**src/logic/armPkg.sv**
```systemverilog
package armPkg;

  // ==============================
  // Widths that carry a meaning
  // ==============================
  // Data, address or instruction
  typedef logic [31:0] wordT;
  // Register number, 15 is the PC
  typedef logic [3:0] regIdxT;
  // N Z C V with N in the top bit
  typedef logic [3:0] flagsT;

  // ==============================
  // Enums
  // ==============================
  typedef enum logic [3:0] {
    aluAdd, aluSub, aluRsb, aluAnd, aluOrr, aluEor, aluBic, aluMov, aluMvn
  } aluOpT;

  // Same encoding as instruction bits 6:5
  typedef enum logic [1:0] {shiftLsl, shiftLsr, shiftAsr, shiftRor} shiftTypeT;

  typedef enum logic [1:0] {fwdRegFile, fwdMem, fwdWb} fwdSelT;

  typedef enum logic {resultAlu, resultLoad} resultSrcT;

  // ==============================
  // Stage control structs
  // ==============================
  typedef struct packed {
    aluOpT     aluOp;
    logic      setFlags;
    logic      immSrc;
    shiftTypeT shiftType;
    // Rotation times two for immediates
    logic [4:0] shiftAmount;
    logic [3:0] cond;
    logic      isBranch;
    logic      memWrite;
    logic      memRead;
    logic      byteAccess;
    logic      regWrite;
    resultSrcT resultSrc;
    regIdxT    rd;
  } execCtrlT;

  typedef struct packed {
    logic      memWrite;
    logic      memRead;
    logic      byteAccess;
    logic      regWrite;
    resultSrcT resultSrc;
    regIdxT    rd;
  } memCtrlT;

  typedef struct packed {
    logic      regWrite;
    resultSrcT resultSrc;
    regIdxT    rd;
    logic      byteAccess;
    logic [1:0] byteOffset;
  } wbCtrlT;

  // One writeback as seen from outside
  typedef struct packed {
    logic   valid;
    wordT   pc;
    regIdxT rd;
    wordT   data;
  } retireT;

  // ==============================
  // Constants
  // ==============================
  localparam wordT pcResetC = 32'h0000_0000;
  localparam wordT pcStepC = 32'd4;
  localparam wordT pcReadOffsetC = 32'd8;
  // Class 11 decodes to all controls off
  localparam wordT bubbleInstrC = 32'h0C00_0000;

endpackage

```
**src/logic/armCore.sv**
```systemverilog
`timescale 1ns/1ps

module armCore (
  input  logic           clk,
  input  logic           reset,
  output armPkg::wordT   instrAddr,
  input  armPkg::wordT   instr,
  output logic           wbCyc,
  output logic           wbStb,
  output logic           wbWe,
  output armPkg::wordT   wbAdr,
  output armPkg::wordT   wbDatOut,
  output logic [3:0]     wbSel,
  input  armPkg::wordT   wbDatIn,
  input  logic           wbAck,
  output armPkg::retireT retire
);
  import armPkg::*;

  wordT     instrD;
  execCtrlT ctrlE;
  memCtrlT  ctrlM;
  wbCtrlT   ctrlW;
  regIdxT   readAddrA, readAddrB, readAddrAE, readAddrBE;
  flagsT    flagsE, flagsCur;
  fwdSelT   fwdA, fwdB;
  logic     condPassed, branchTaken, busWait;
  logic     stallF, stallD, stallE, stallM, stallW;
  logic     flushD, flushE, flushW;

  // Wishbone classic, one transfer per memory-stage access
  assign wbCyc = ctrlM.memRead || ctrlM.memWrite;
  assign wbStb = wbCyc;
  assign wbWe = ctrlM.memWrite;
  assign busWait = wbCyc && !wbAck;

  datapath u_datapath (
    .clk(clk), .reset(reset), .instr(instr), .instrAddr(instrAddr),
    .instrD(instrD), .ctrlE(ctrlE), .ctrlM(ctrlM), .ctrlW(ctrlW),
    .readAddrA(readAddrA), .readAddrB(readAddrB), .flagsCur(flagsCur),
    .fwdA(fwdA), .fwdB(fwdB), .branchTaken(branchTaken),
    .stallF(stallF), .stallD(stallD), .stallE(stallE), .stallM(stallM),
    .stallW(stallW), .flushD(flushD), .flagsE(flagsE), .condPassed(condPassed),
    .busAdr(wbAdr), .busDatOut(wbDatOut), .busSel(wbSel), .busDatIn(wbDatIn),
    .retire(retire)
  );

  // Byte offset for W comes off the bus address
  controller u_controller (
    .clk(clk), .reset(reset), .instrD(instrD),
    .stallE(stallE), .stallM(stallM), .stallW(stallW),
    .flushE(flushE), .flushW(flushW), .condPassed(condPassed),
    .flagsE(flagsE), .byteOffsetM(wbAdr[1:0]),
    .ctrlE(ctrlE), .ctrlM(ctrlM), .ctrlW(ctrlW),
    .readAddrA(readAddrA), .readAddrB(readAddrB),
    .readAddrAE(readAddrAE), .readAddrBE(readAddrBE),
    .flagsCur(flagsCur), .branchTaken(branchTaken)
  );

  hazardUnit u_hazardUnit (
    .readAddrAD(readAddrA), .readAddrBD(readAddrB),
    .readAddrAE(readAddrAE), .readAddrBE(readAddrBE),
    .ctrlE(ctrlE), .ctrlM(ctrlM), .ctrlW(ctrlW),
    .branchTaken(branchTaken), .busWait(busWait),
    .fwdA(fwdA), .fwdB(fwdB),
    .stallF(stallF), .stallD(stallD), .stallE(stallE), .stallM(stallM), .stallW(stallW),
    .flushD(flushD), .flushE(flushE), .flushW(flushW)
  );

endmodule

```
**src/logic/controller.sv**
```systemverilog
`timescale 1ns/1ps

module controller (
  input  logic             clk,
  input  logic             reset,
  input  armPkg::wordT     instrD,
  input  logic             stallE,
  input  logic             stallM,
  input  logic             stallW,
  input  logic             flushE,
  input  logic             flushW,
  input  logic             condPassed,
  input  armPkg::flagsT    flagsE,
  input  logic [1:0]       byteOffsetM,
  output armPkg::execCtrlT ctrlE,
  output armPkg::memCtrlT  ctrlM,
  output armPkg::wbCtrlT   ctrlW,
  output armPkg::regIdxT   readAddrA,
  output armPkg::regIdxT   readAddrB,
  output armPkg::regIdxT   readAddrAE,
  output armPkg::regIdxT   readAddrBE,
  output armPkg::flagsT    flagsCur,
  output logic             branchTaken
);
  import armPkg::*;

  execCtrlT ctrlD;
  memCtrlT  ctrlMNext;

  // ==============================
  // Decode
  // ==============================
  always_comb begin
    ctrlD = '0;
    ctrlD.cond = instrD[31:28];
    ctrlD.rd = instrD[15:12];
    readAddrA = instrD[19:16];
    readAddrB = instrD[3:0];
    case (instrD[27:26])
      // Data processing
      2'b00: begin
        ctrlD.immSrc = instrD[25];
        ctrlD.setFlags = instrD[20];
        ctrlD.regWrite = 1'b1;
        if (instrD[25]) begin
          ctrlD.shiftAmount = {instrD[11:8], 1'b0};
        end else begin
          ctrlD.shiftType = shiftTypeT'(instrD[6:5]);
          ctrlD.shiftAmount = instrD[11:7];
        end
        case (instrD[24:21])
          4'b0000: ctrlD.aluOp = aluAnd;
          4'b0001: ctrlD.aluOp = aluEor;
          4'b0010: ctrlD.aluOp = aluSub;
          4'b0011: ctrlD.aluOp = aluRsb;
          4'b0100: ctrlD.aluOp = aluAdd;
          4'b1100: ctrlD.aluOp = aluOrr;
          4'b1101: ctrlD.aluOp = aluMov;
          4'b1110: ctrlD.aluOp = aluBic;
          4'b1111: ctrlD.aluOp = aluMvn;
          // CMP only sets flags
          4'b1010: begin
            ctrlD.aluOp = aluSub;
            ctrlD.setFlags = 1'b1;
            ctrlD.regWrite = 1'b0;
          end
          default: begin
            ctrlD.setFlags = 1'b0;
            ctrlD.regWrite = 1'b0;
          end
        endcase
      end
      // LDR, STR, LDRB, STRB with immediate offset, U picks the sign
      2'b01: begin
        ctrlD.immSrc = 1'b1;
        ctrlD.aluOp = instrD[23] ? aluAdd : aluSub;
        ctrlD.byteAccess = instrD[22];
        ctrlD.memRead = instrD[20];
        ctrlD.memWrite = !instrD[20];
        ctrlD.regWrite = instrD[20];
        ctrlD.resultSrc = instrD[20] ? resultLoad : resultAlu;
        // Store data comes through port B
        readAddrB = instrD[15:12];
      end
      // B, target is PC+8 plus the offset
      2'b10: begin
        ctrlD.immSrc = 1'b1;
        ctrlD.isBranch = instrD[25];
        ctrlD.aluOp = aluAdd;
        readAddrA = 4'd15;
      end
      default: ctrlD.regWrite = 1'b0;
    endcase
  end

  // ==============================
  // Control pipeline
  // ==============================
  always_ff @(posedge clk) begin
    if (reset || flushE) begin
      ctrlE <= '0;
      readAddrAE <= '0;
      readAddrBE <= '0;
    end else if (!stallE) begin
      ctrlE <= ctrlD;
      readAddrAE <= readAddrA;
      readAddrBE <= readAddrB;
    end
  end

  // Failed condition turns the instruction into a bubble from M on
  always_comb begin
    ctrlMNext.memWrite = ctrlE.memWrite && condPassed;
    ctrlMNext.memRead = ctrlE.memRead && condPassed;
    ctrlMNext.byteAccess = ctrlE.byteAccess;
    ctrlMNext.regWrite = ctrlE.regWrite && condPassed;
    ctrlMNext.resultSrc = ctrlE.resultSrc;
    ctrlMNext.rd = ctrlE.rd;
  end

  always_ff @(posedge clk) begin
    if (reset) begin
      ctrlM <= '0;
    end else if (!stallM) begin
      ctrlM <= ctrlMNext;
    end
  end

  always_ff @(posedge clk) begin
    if (reset || flushW) begin
      ctrlW <= '0;
    end else if (!stallW) begin
      ctrlW <= {ctrlM.regWrite, ctrlM.resultSrc, ctrlM.rd, ctrlM.byteAccess, byteOffsetM};
    end
  end

  // NZCV written at the end of execute
  always_ff @(posedge clk) begin
    if (reset) begin
      flagsCur <= '0;
    end else if (ctrlE.setFlags && condPassed && !stallE) begin
      flagsCur <= flagsE;
    end
  end

  assign branchTaken = ctrlE.isBranch && condPassed;

endmodule

```
**src/logic/datapath.sv**
```systemverilog
`timescale 1ns/1ps

module datapath (
  input  logic             clk,
  input  logic             reset,
  input  armPkg::wordT     instr,
  output armPkg::wordT     instrAddr,
  output armPkg::wordT     instrD,
  input  armPkg::execCtrlT ctrlE,
  input  armPkg::memCtrlT  ctrlM,
  input  armPkg::wbCtrlT   ctrlW,
  input  armPkg::regIdxT   readAddrA,
  input  armPkg::regIdxT   readAddrB,
  input  armPkg::flagsT    flagsCur,
  input  armPkg::fwdSelT   fwdA,
  input  armPkg::fwdSelT   fwdB,
  input  logic             branchTaken,
  input  logic             stallF,
  input  logic             stallD,
  input  logic             stallE,
  input  logic             stallM,
  input  logic             stallW,
  input  logic             flushD,
  output armPkg::flagsT    flagsE,
  output logic             condPassed,
  output armPkg::wordT     busAdr,
  output armPkg::wordT     busDatOut,
  output logic [3:0]       busSel,
  input  armPkg::wordT     busDatIn,
  output armPkg::retireT   retire
);
  import armPkg::*;

  wordT pcF, pcD, pcE, pcM, pcW;
  wordT rdAD, rdBD, immD;
  logic [63:0] rotWideD;
  wordT rdAE, rdBE, immE, srcAE, writeDataE, srcBE, aluResultE;
  wordT aluOutM, writeDataM;
  wordT aluOutW, loadRawW, loadDataW, resultW;

  function automatic wordT bypass(fwdSelT sel, wordT regVal, wordT memVal, wordT wbVal);
    case (sel)
      fwdMem:  return memVal;
      fwdWb:   return wbVal;
      default: return regVal;
    endcase
  endfunction

  // ==============================
  // Fetch
  // ==============================
  always_ff @(posedge clk) begin
    if (reset) begin
      pcF <= pcResetC;
    end else if (!stallF) begin
      pcF <= branchTaken ? aluResultE : pcF + pcStepC;
    end
  end

  assign instrAddr = pcF;

  // ==============================
  // Decode
  // ==============================
  always_ff @(posedge clk) begin
    if (reset || flushD) begin
      instrD <= bubbleInstrC;
    end else if (!stallD) begin
      instrD <= instr;
    end
  end

  always_ff @(posedge clk) begin
    if (!stallD) pcD <= pcF;
  end

  regFile u_regFile (
    .clk(clk),
    .reset(reset),
    .writeEnable(ctrlW.regWrite),
    .readAddrA(readAddrA),
    .readAddrB(readAddrB),
    .writeAddr(ctrlW.rd),
    .writeData(resultW),
    .pcPlus8(pcD + pcReadOffsetC),
    .readDataA(rdAD),
    .readDataB(rdBD)
  );

  // Rotate right by twice the 4-bit field
  assign rotWideD = {2{24'b0, instrD[7:0]}} >> {instrD[11:8], 1'b0};

  // Immediate by class: rotated, 12-bit offset, branch offset
  always_comb begin
    case (instrD[27:26])
      2'b00:   immD = rotWideD[31:0];
      2'b01:   immD = {20'b0, instrD[11:0]};
      default: immD = {{6{instrD[23]}}, instrD[23:0], 2'b00};
    endcase
  end

  // ==============================
  // Execute
  // ==============================
  // While held, keep the bypassed operands since W drains to a bubble
  always_ff @(posedge clk) begin
    if (!stallE) begin
      rdAE <= rdAD;
      rdBE <= rdBD;
      immE <= immD;
      pcE <= pcD;
    end else begin
      rdAE <= srcAE;
      rdBE <= writeDataE;
    end
  end

  assign srcAE = bypass(fwdA, rdAE, aluOutM, resultW);
  assign writeDataE = bypass(fwdB, rdBE, aluOutM, resultW);
  assign srcBE = ctrlE.immSrc ? immE : writeDataE;

  executeUnit u_executeUnit (
    .srcA(srcAE),
    .srcB(srcBE),
    .ctrl(ctrlE),
    .flagsIn(flagsCur),
    .result(aluResultE),
    .flagsOut(flagsE),
    .condPassed(condPassed)
  );

  // ==============================
  // Memory
  // ==============================
  always_ff @(posedge clk) begin
    if (!stallM) begin
      aluOutM <= aluResultE;
      writeDataM <= writeDataE;
      pcM <= pcE;
    end
  end

  assign busAdr = aluOutM;

  memoryAlign u_memoryAlign (
    .storeData(writeDataM),
    .address(aluOutM),
    .byteAccess(ctrlM.byteAccess),
    .busData(busDatOut),
    .byteSel(busSel),
    .loadRaw(loadRawW),
    .loadOffset(ctrlW.byteOffset),
    .loadByte(ctrlW.byteAccess),
    .loadData(loadDataW)
  );

  // ==============================
  // Writeback
  // ==============================
  // Read data is taken in the ack cycle
  always_ff @(posedge clk) begin
    if (!stallW) begin
      aluOutW <= aluOutM;
      loadRawW <= busDatIn;
      pcW <= pcM;
    end
  end

  assign resultW = (ctrlW.resultSrc == resultLoad) ? loadDataW : aluOutW;

  always_comb begin
    retire.valid = ctrlW.regWrite;
    retire.pc = pcW;
    retire.rd = ctrlW.rd;
    retire.data = resultW;
  end

endmodule

```
**src/logic/executeUnit.sv**
```systemverilog
`timescale 1ns/1ps

module executeUnit (
  input  armPkg::wordT     srcA,
  input  armPkg::wordT     srcB,
  input  armPkg::execCtrlT ctrl,
  input  armPkg::flagsT    flagsIn,
  output armPkg::wordT     result,
  output armPkg::flagsT    flagsOut,
  output logic             condPassed
);
  import armPkg::*;

  logic [32:0] leftWide, rightWide, arithWide;
  logic [63:0] rotWide;
  wordT shifted, opX, opY;
  logic shiftCarry, carryIn, arith;
  logic [32:0] sum;
  logic flagN, flagZ, flagC, flagV;

  assign {flagN, flagZ, flagC, flagV} = flagsIn;

  // ==============================
  // Barrel shifter
  // ==============================
  // Extra bit catches the last bit shifted out
  assign leftWide  = {1'b0, srcB} << ctrl.shiftAmount;
  assign rightWide = {srcB, 1'b0} >> ctrl.shiftAmount;
  assign arithWide = $signed({srcB, 1'b0}) >>> ctrl.shiftAmount;
  assign rotWide   = {srcB, srcB} >> ctrl.shiftAmount;

  always_comb begin
    shifted = srcB;
    shiftCarry = flagC;
    if (ctrl.immSrc) begin
      // Already rotated in decode, C follows bit 31 when rotated
      if (ctrl.shiftAmount != '0) shiftCarry = srcB[31];
    end else if (ctrl.shiftAmount == '0) begin
      // Zero amount means #32 for LSR and ASR, RRX for ROR
      case (ctrl.shiftType)
        shiftLsr: begin
          shifted = '0;
          shiftCarry = srcB[31];
        end
        shiftAsr: begin
          shifted = {32{srcB[31]}};
          shiftCarry = srcB[31];
        end
        shiftRor: begin
          shifted = {flagC, srcB[31:1]};
          shiftCarry = srcB[0];
        end
        default: shiftCarry = flagC;
      endcase
    end else begin
      case (ctrl.shiftType)
        shiftLsr: {shifted, shiftCarry} = rightWide;
        shiftAsr: {shifted, shiftCarry} = arithWide;
        shiftRor: {shifted, shiftCarry} = {rotWide[31:0], rightWide[0]};
        default:  {shiftCarry, shifted} = leftWide;
      endcase
    end
  end

  // ==============================
  // ALU
  // ==============================
  // Subtracts become X + ~Y + 1
  always_comb begin
    opX = srcA;
    opY = shifted;
    carryIn = 1'b0;
    if (ctrl.aluOp == aluSub) begin
      opY = ~shifted;
      carryIn = 1'b1;
    end else if (ctrl.aluOp == aluRsb) begin
      opX = shifted;
      opY = ~srcA;
      carryIn = 1'b1;
    end
  end

  assign sum = {1'b0, opX} + {1'b0, opY} + {32'b0, carryIn};

  always_comb begin
    arith = 1'b0;
    result = shifted;
    case (ctrl.aluOp)
      aluAdd, aluSub, aluRsb: begin
        result = sum[31:0];
        arith = 1'b1;
      end
      aluAnd:  result = srcA & shifted;
      aluOrr:  result = srcA | shifted;
      aluEor:  result = srcA ^ shifted;
      aluBic:  result = srcA & ~shifted;
      aluMvn:  result = ~shifted;
      default: result = shifted;
    endcase
  end

  // Logical ops take C from the shifter and keep V
  assign flagsOut[3] = result[31];
  assign flagsOut[2] = (result == '0);
  assign flagsOut[1] = arith ? sum[32] : shiftCarry;
  assign flagsOut[0] = arith ? ((opX[31] == opY[31]) && (sum[31] != opX[31])) : flagV;

  // ==============================
  // Condition check
  // ==============================
  always_comb begin
    case (ctrl.cond)
      4'h0: condPassed = flagZ;
      4'h1: condPassed = !flagZ;
      4'h2: condPassed = flagC;
      4'h3: condPassed = !flagC;
      4'h4: condPassed = flagN;
      4'h5: condPassed = !flagN;
      4'h6: condPassed = flagV;
      4'h7: condPassed = !flagV;
      4'h8: condPassed = flagC && !flagZ;
      4'h9: condPassed = !flagC || flagZ;
      4'hA: condPassed = (flagN == flagV);
      4'hB: condPassed = (flagN != flagV);
      4'hC: condPassed = !flagZ && (flagN == flagV);
      4'hD: condPassed = flagZ || (flagN != flagV);
      4'hE: condPassed = 1'b1;
      default: condPassed = 1'b0;  // NV
    endcase
  end

endmodule

```
**src/logic/hazardUnit.sv**
```systemverilog
`timescale 1ns/1ps

module hazardUnit (
  input  armPkg::regIdxT   readAddrAD,
  input  armPkg::regIdxT   readAddrBD,
  input  armPkg::regIdxT   readAddrAE,
  input  armPkg::regIdxT   readAddrBE,
  input  armPkg::execCtrlT ctrlE,
  input  armPkg::memCtrlT  ctrlM,
  input  armPkg::wbCtrlT   ctrlW,
  input  logic             branchTaken,
  input  logic             busWait,
  output armPkg::fwdSelT   fwdA,
  output armPkg::fwdSelT   fwdB,
  output logic             stallF,
  output logic             stallD,
  output logic             stallE,
  output logic             stallM,
  output logic             stallW,
  output logic             flushD,
  output logic             flushE,
  output logic             flushW
);
  import armPkg::*;

  logic loadUse;

  // Youngest producer wins, PC reads never bypass
  function automatic fwdSelT pickSource(regIdxT src, memCtrlT m, wbCtrlT w);
    if (src != 4'd15 && m.regWrite && (m.rd == src)) return fwdMem;
    if (src != 4'd15 && w.regWrite && (w.rd == src)) return fwdWb;
    return fwdRegFile;
  endfunction

  assign fwdA = pickSource(readAddrAE, ctrlM, ctrlW);
  assign fwdB = pickSource(readAddrBE, ctrlM, ctrlW);

  // Load in E feeding the instruction in D
  assign loadUse = ctrlE.memRead && ((ctrlE.rd == readAddrAD) || (ctrlE.rd == readAddrBD));

  // Bus wait freezes F to M and drains W
  assign stallF = busWait || loadUse;
  assign stallD = busWait || loadUse;
  assign stallE = busWait;
  assign stallM = busWait;
  assign stallW = 1'b0;  // W never holds
  assign flushW = busWait;

  // Branch redirect waits for the bus to finish
  assign flushD = branchTaken && !busWait;
  assign flushE = (branchTaken || loadUse) && !busWait;

endmodule

```
**src/logic/memoryAlign.sv**
```systemverilog
`timescale 1ns/1ps

module memoryAlign (
  input  armPkg::wordT storeData,
  input  armPkg::wordT address,
  input  logic         byteAccess,
  output armPkg::wordT busData,
  output logic [3:0]   byteSel,
  input  armPkg::wordT loadRaw,
  input  logic [1:0]   loadOffset,
  input  logic         loadByte,
  output armPkg::wordT loadData
);
  import armPkg::*;

  logic [7:0] laneByte;

  // ==============================
  // Store side
  // ==============================
  // Byte store puts the low byte on every lane
  assign busData = byteAccess ? {4{storeData[7:0]}} : storeData;

  // One select per byte lane, little endian
  always_comb begin
    if (byteAccess) begin
      byteSel = 4'b0001 << address[1:0];
    end else begin
      byteSel = 4'b1111;
    end
  end

  // ==============================
  // Load side
  // ==============================
  assign laneByte = loadRaw[8 * loadOffset +: 8];

  // Zero extended byte or whole word
  assign loadData = loadByte ? {24'b0, laneByte} : loadRaw;

endmodule

```
**src/logic/regFile.sv**
```systemverilog
`timescale 1ns/1ps

module regFile (
  input  logic          clk,
  input  logic          reset,
  input  logic          writeEnable,
  input  armPkg::regIdxT readAddrA,
  input  armPkg::regIdxT readAddrB,
  input  armPkg::regIdxT writeAddr,
  input  armPkg::wordT  writeData,
  input  armPkg::wordT  pcPlus8,
  output armPkg::wordT  readDataA,
  output armPkg::wordT  readDataB
);
  import armPkg::*;

  // R0 to R14, R15 lives in the PC
  wordT regs [0:14];

  // R15 reads the PC, a same-cycle write passes straight through
  function automatic wordT readPort(regIdxT addr);
    if (addr == 4'd15) begin
      return pcPlus8;
    end else if (writeEnable && (addr == writeAddr)) begin
      return writeData;
    end
    return regs[addr];
  endfunction

  always_ff @(posedge clk) begin
    if (reset) begin
      for (int i = 0; i < 15; i++) begin
        regs[i] <= '0;
      end
    end else if (writeEnable && (writeAddr != 4'd15)) begin
      regs[writeAddr] <= writeData;
    end
  end

  always_comb begin
    readDataA = readPort(readAddrA);
    readDataB = readPort(readAddrB);
  end

endmodule

```
**config.mk**
```make
export PLATFORM = sky130hd
export DESIGN_NAME = armCore
export DESIGN_NICKNAME = d
export VERILOG_FILES = /design/src/logic/armPkg.sv /design/src/logic/armCore.sv /design/src/logic/controller.sv /design/src/logic/datapath.sv /design/src/logic/executeUnit.sv /design/src/logic/hazardUnit.sv /design/src/logic/memoryAlign.sv /design/src/logic/regFile.sv
export SDC_FILE = /design/constraint.sdc
export NUM_CORES = 2
export LEC_CHECK = 0
export BUFFER_PORTS_ARGS = -buffer_cell sky130_fd_sc_hd__buf_2
export CORE_ASPECT_RATIO = 1.25
export CORE_MARGIN = 2
export CORE_UTILIZATION = 60
export CTS_CLUSTER_SIZE = 20
export DETAILED_ROUTE_END_ITERATION = 12
export HOLD_SLACK_MARGIN = 0.15
export PLACE_DENSITY_LB_ADDON = 0.2
export SLEW_MARGIN = 40
export SYNTH_ARGS = -nofsm -noshare
export SYNTH_HDL_FRONTEND = slang
export SYNTH_HIERARCHICAL = 1
export SYNTH_SLANG_ARGS = --single-unit
```
**constraint.sdc**
```tcl
create_clock -name clk -period 19.9 [get_ports clk]
set_clock_uncertainty 0.05 [all_clocks]
set_input_delay 2.985 -clock clk [delete_from_list [all_inputs] [get_ports clk]]
set_output_delay 2.985 -clock clk [all_outputs]
set_load 0.02 [all_outputs]
```
==> key figures <==
Place
  • I/O Buffers: about 240
  • Dpl hpwl: 170200 µm
  • Inst Count DP: 6596
  • Placer Congestion: roughly 1.0

Cells and area
  • Number of flip-flops in the largest register: about 510
  • Non-filler cells, final: just under 7000
  • Largest Register: u_datapath/u_regFile/regs
  • Nets: 5515
  • Layout cells sized above 1: 21.85%
  • Most frequent cells in the layout: edfxtp_1 (800), and2_1 (496), nand2_1 (392)
  • Commonest non-fill, non-tap cell in the layout: edfxtp_1
  • Area Growth Syn to Fin: 8.667%

Power
  • Clock network power share: 30.2%
  • Switching fraction of total power: 35.96%
  • Leakage: approximately 25 nW
  • Comb pwr share: 27.9%
  • Max VDD drop: 0.0001021 V
  • Sequential Power Share: 41.8%
  • Pwr Density: about 96 nW/µm²
  • Int Power: approximately 4 mW
  • Net Switching: 2.303 mW

Global routing
  • Antenna violations before repair: 40
  • Total gr overflow: 0
  • Vias in the first global route: 47520
  • Global-route wire length before repair: 350600 µm
  • Largest net degree at the start of global routing: 97
  • All-Layer GR Usage: 47.01%

Routing
  • Avg WL per Cell: between 30 and 40 µm
  • Vias: between 50000 and 60000
  • Pre-Repair DR Iteration Count: 8
  • Iteration-0 DRC Markers: 7942
  • Final wirelength: 250600 µm
  • Post-DR vias/cell: 7.403
  • # DRC: 0
  • Antenna-violating nets left: 0

STA
  • Fin. Hold Viols: 0
  • Final Cycle Share: 51.88%
  • Hold WS: ~370 ps
  • Fmax: 96.86 MHz
  • Fin Setup TNS: 0 ps
  • Pins Over Slew Limit: 0
  • Unrepaired setup endpoints after global routing: no
  • Worst slew pin tran: 1016 ps
  • Final Setup Violations: 0
  • Slew Limit Headroom: 32.12%
  • Minimum clock period: between 10000 and 15000 ps

Setup path
  • Crit Path Class: flop to flop
  • Largest stage delay on the critical path: around 870 ps
  • CP Launch Type: flop
  • Worst EP required: 20510 ps
  • Worst path slowest cell: a2111oi_1
  • CP Capture Type: flop
  • Most common cell on crit path: mux2i_1
  • CP max FO: 32
  • Arrival @ worst endpoint: about 11000 ps

Flow run
  • Max-cap violations: 0

Outcome
  • Status: complete, no violations

Floorplan
  • FP Rows: 131
  • I/O pin count: ~240
  • Die height: 362.2 µm
  • Initial core utilization: 60.41%
  • Die ar.: 105200 µm²
  • Core ar.: 102000 µm²
  • Die width: 290.6 µm

Synthesis
  • Mapped Avg Cell Area: 11.50 µm²
  • Cell Area, Synth: 61580 µm²
  • Warnings, synthesis: 6
  • Synth Instances: 5356

Clock network
  • CTS sink count: 984
  • CTS root buf: clkbuf_16
  • Post-CTS Hold Fix Bufs: 0
  • CTS H-tree depth: 3
  • Clock Pin Slew Worst Setup and Hold Paths: 70 ps
  • Clock Path Buffers: 3
  • CTS tree: yes
  • Post_cts resized: 0
  • Clk_lat worst skew: approximately 730 ps
  • Setup bufs post-CTS: 0
  • CTS Buf Count: 98

Min path
  • Worst hold-check path type: flop to flop
-- routing by layer --
layer	share of wire [%]	vias up	track usage (%)
met5	0.055	-	0.04602
met4	9.8	24	36.80
met3	13	1122	14.79
met2	44	4278	71.85
met1	33	24540	55.34
li1	-	20380	-
-- per-stage QoR --
step,setup WS (ps),instance area [µm²],util (%),total power [mW]
floorplan,11660,61700,-,3.618
global placement,9925,63270,62.06,4.360
detailed placement,10000,63430,62.22,4.383
CTS,10060,66770,65.49,6.285
global route,9225,66880,65.60,6.527
finish,9576,66920,65.64,6.403
-- path summary, 6_finish.rpt --
path / start / endpoint / slack, ps / cells past startpoint
worst min register to register: u_datapath/pcE[24] / u_datapath/pcM[24] / 370 / 0
worst max register to register: u_controller/ctrlW[4] / u_controller/flagsCur[2] / 9580 / 29
worst min-delay path: u_datapath/pcE[24] / u_datapath/pcM[24] / 370 / 0
worst max-delay path: u_controller/ctrlW[4] / u_controller/flagsCur[2] / 9580 / 29
-- cell type report --
class	count	area [µm²]
clock inverters	52	643.1
inverters	138	520.5
flip-flops and latches	984	27720
clock buffers	131	2691
repair buffers	382	2359
multi-input cells	3765	31270
well taps	1330	1664
diodes	19	47.55
fillers	7643	35030
-- critical path, delay by kind of cell, from the launching register on --
| family | cells | cell delay, ps |
|---|---|---|
| AOI/OAI and AO/OA | 9 | 3630 |
| and+or+nand+nor | 10 | 2340 |
| muxes | 5 | 1750 |
| adders and majority gates | 3 | 1400 |
| DFF | 1 | 710 |
| xor gates and xnor gates | 1 | 190 |
| buffers and inverters | 1 | 180 |
-- power by group through the flow --
| stage | clock network (mW) | registers [mW] | logic (mW) |
|---|---|---|---|
| global route | 2.02 | 2.67 | 1.84 |
| floorplan | 0 | 2.58 | 1.04 |
| finish | 1.94 | 2.68 | 1.79 |
| detailed placement | 0 | 2.69 | 1.70 |
| CTS | 1.94 | 2.65 | 1.70 |
| global placement | 0 | 2.68 | 1.68 |
Power figures use the tool's default switching activity.
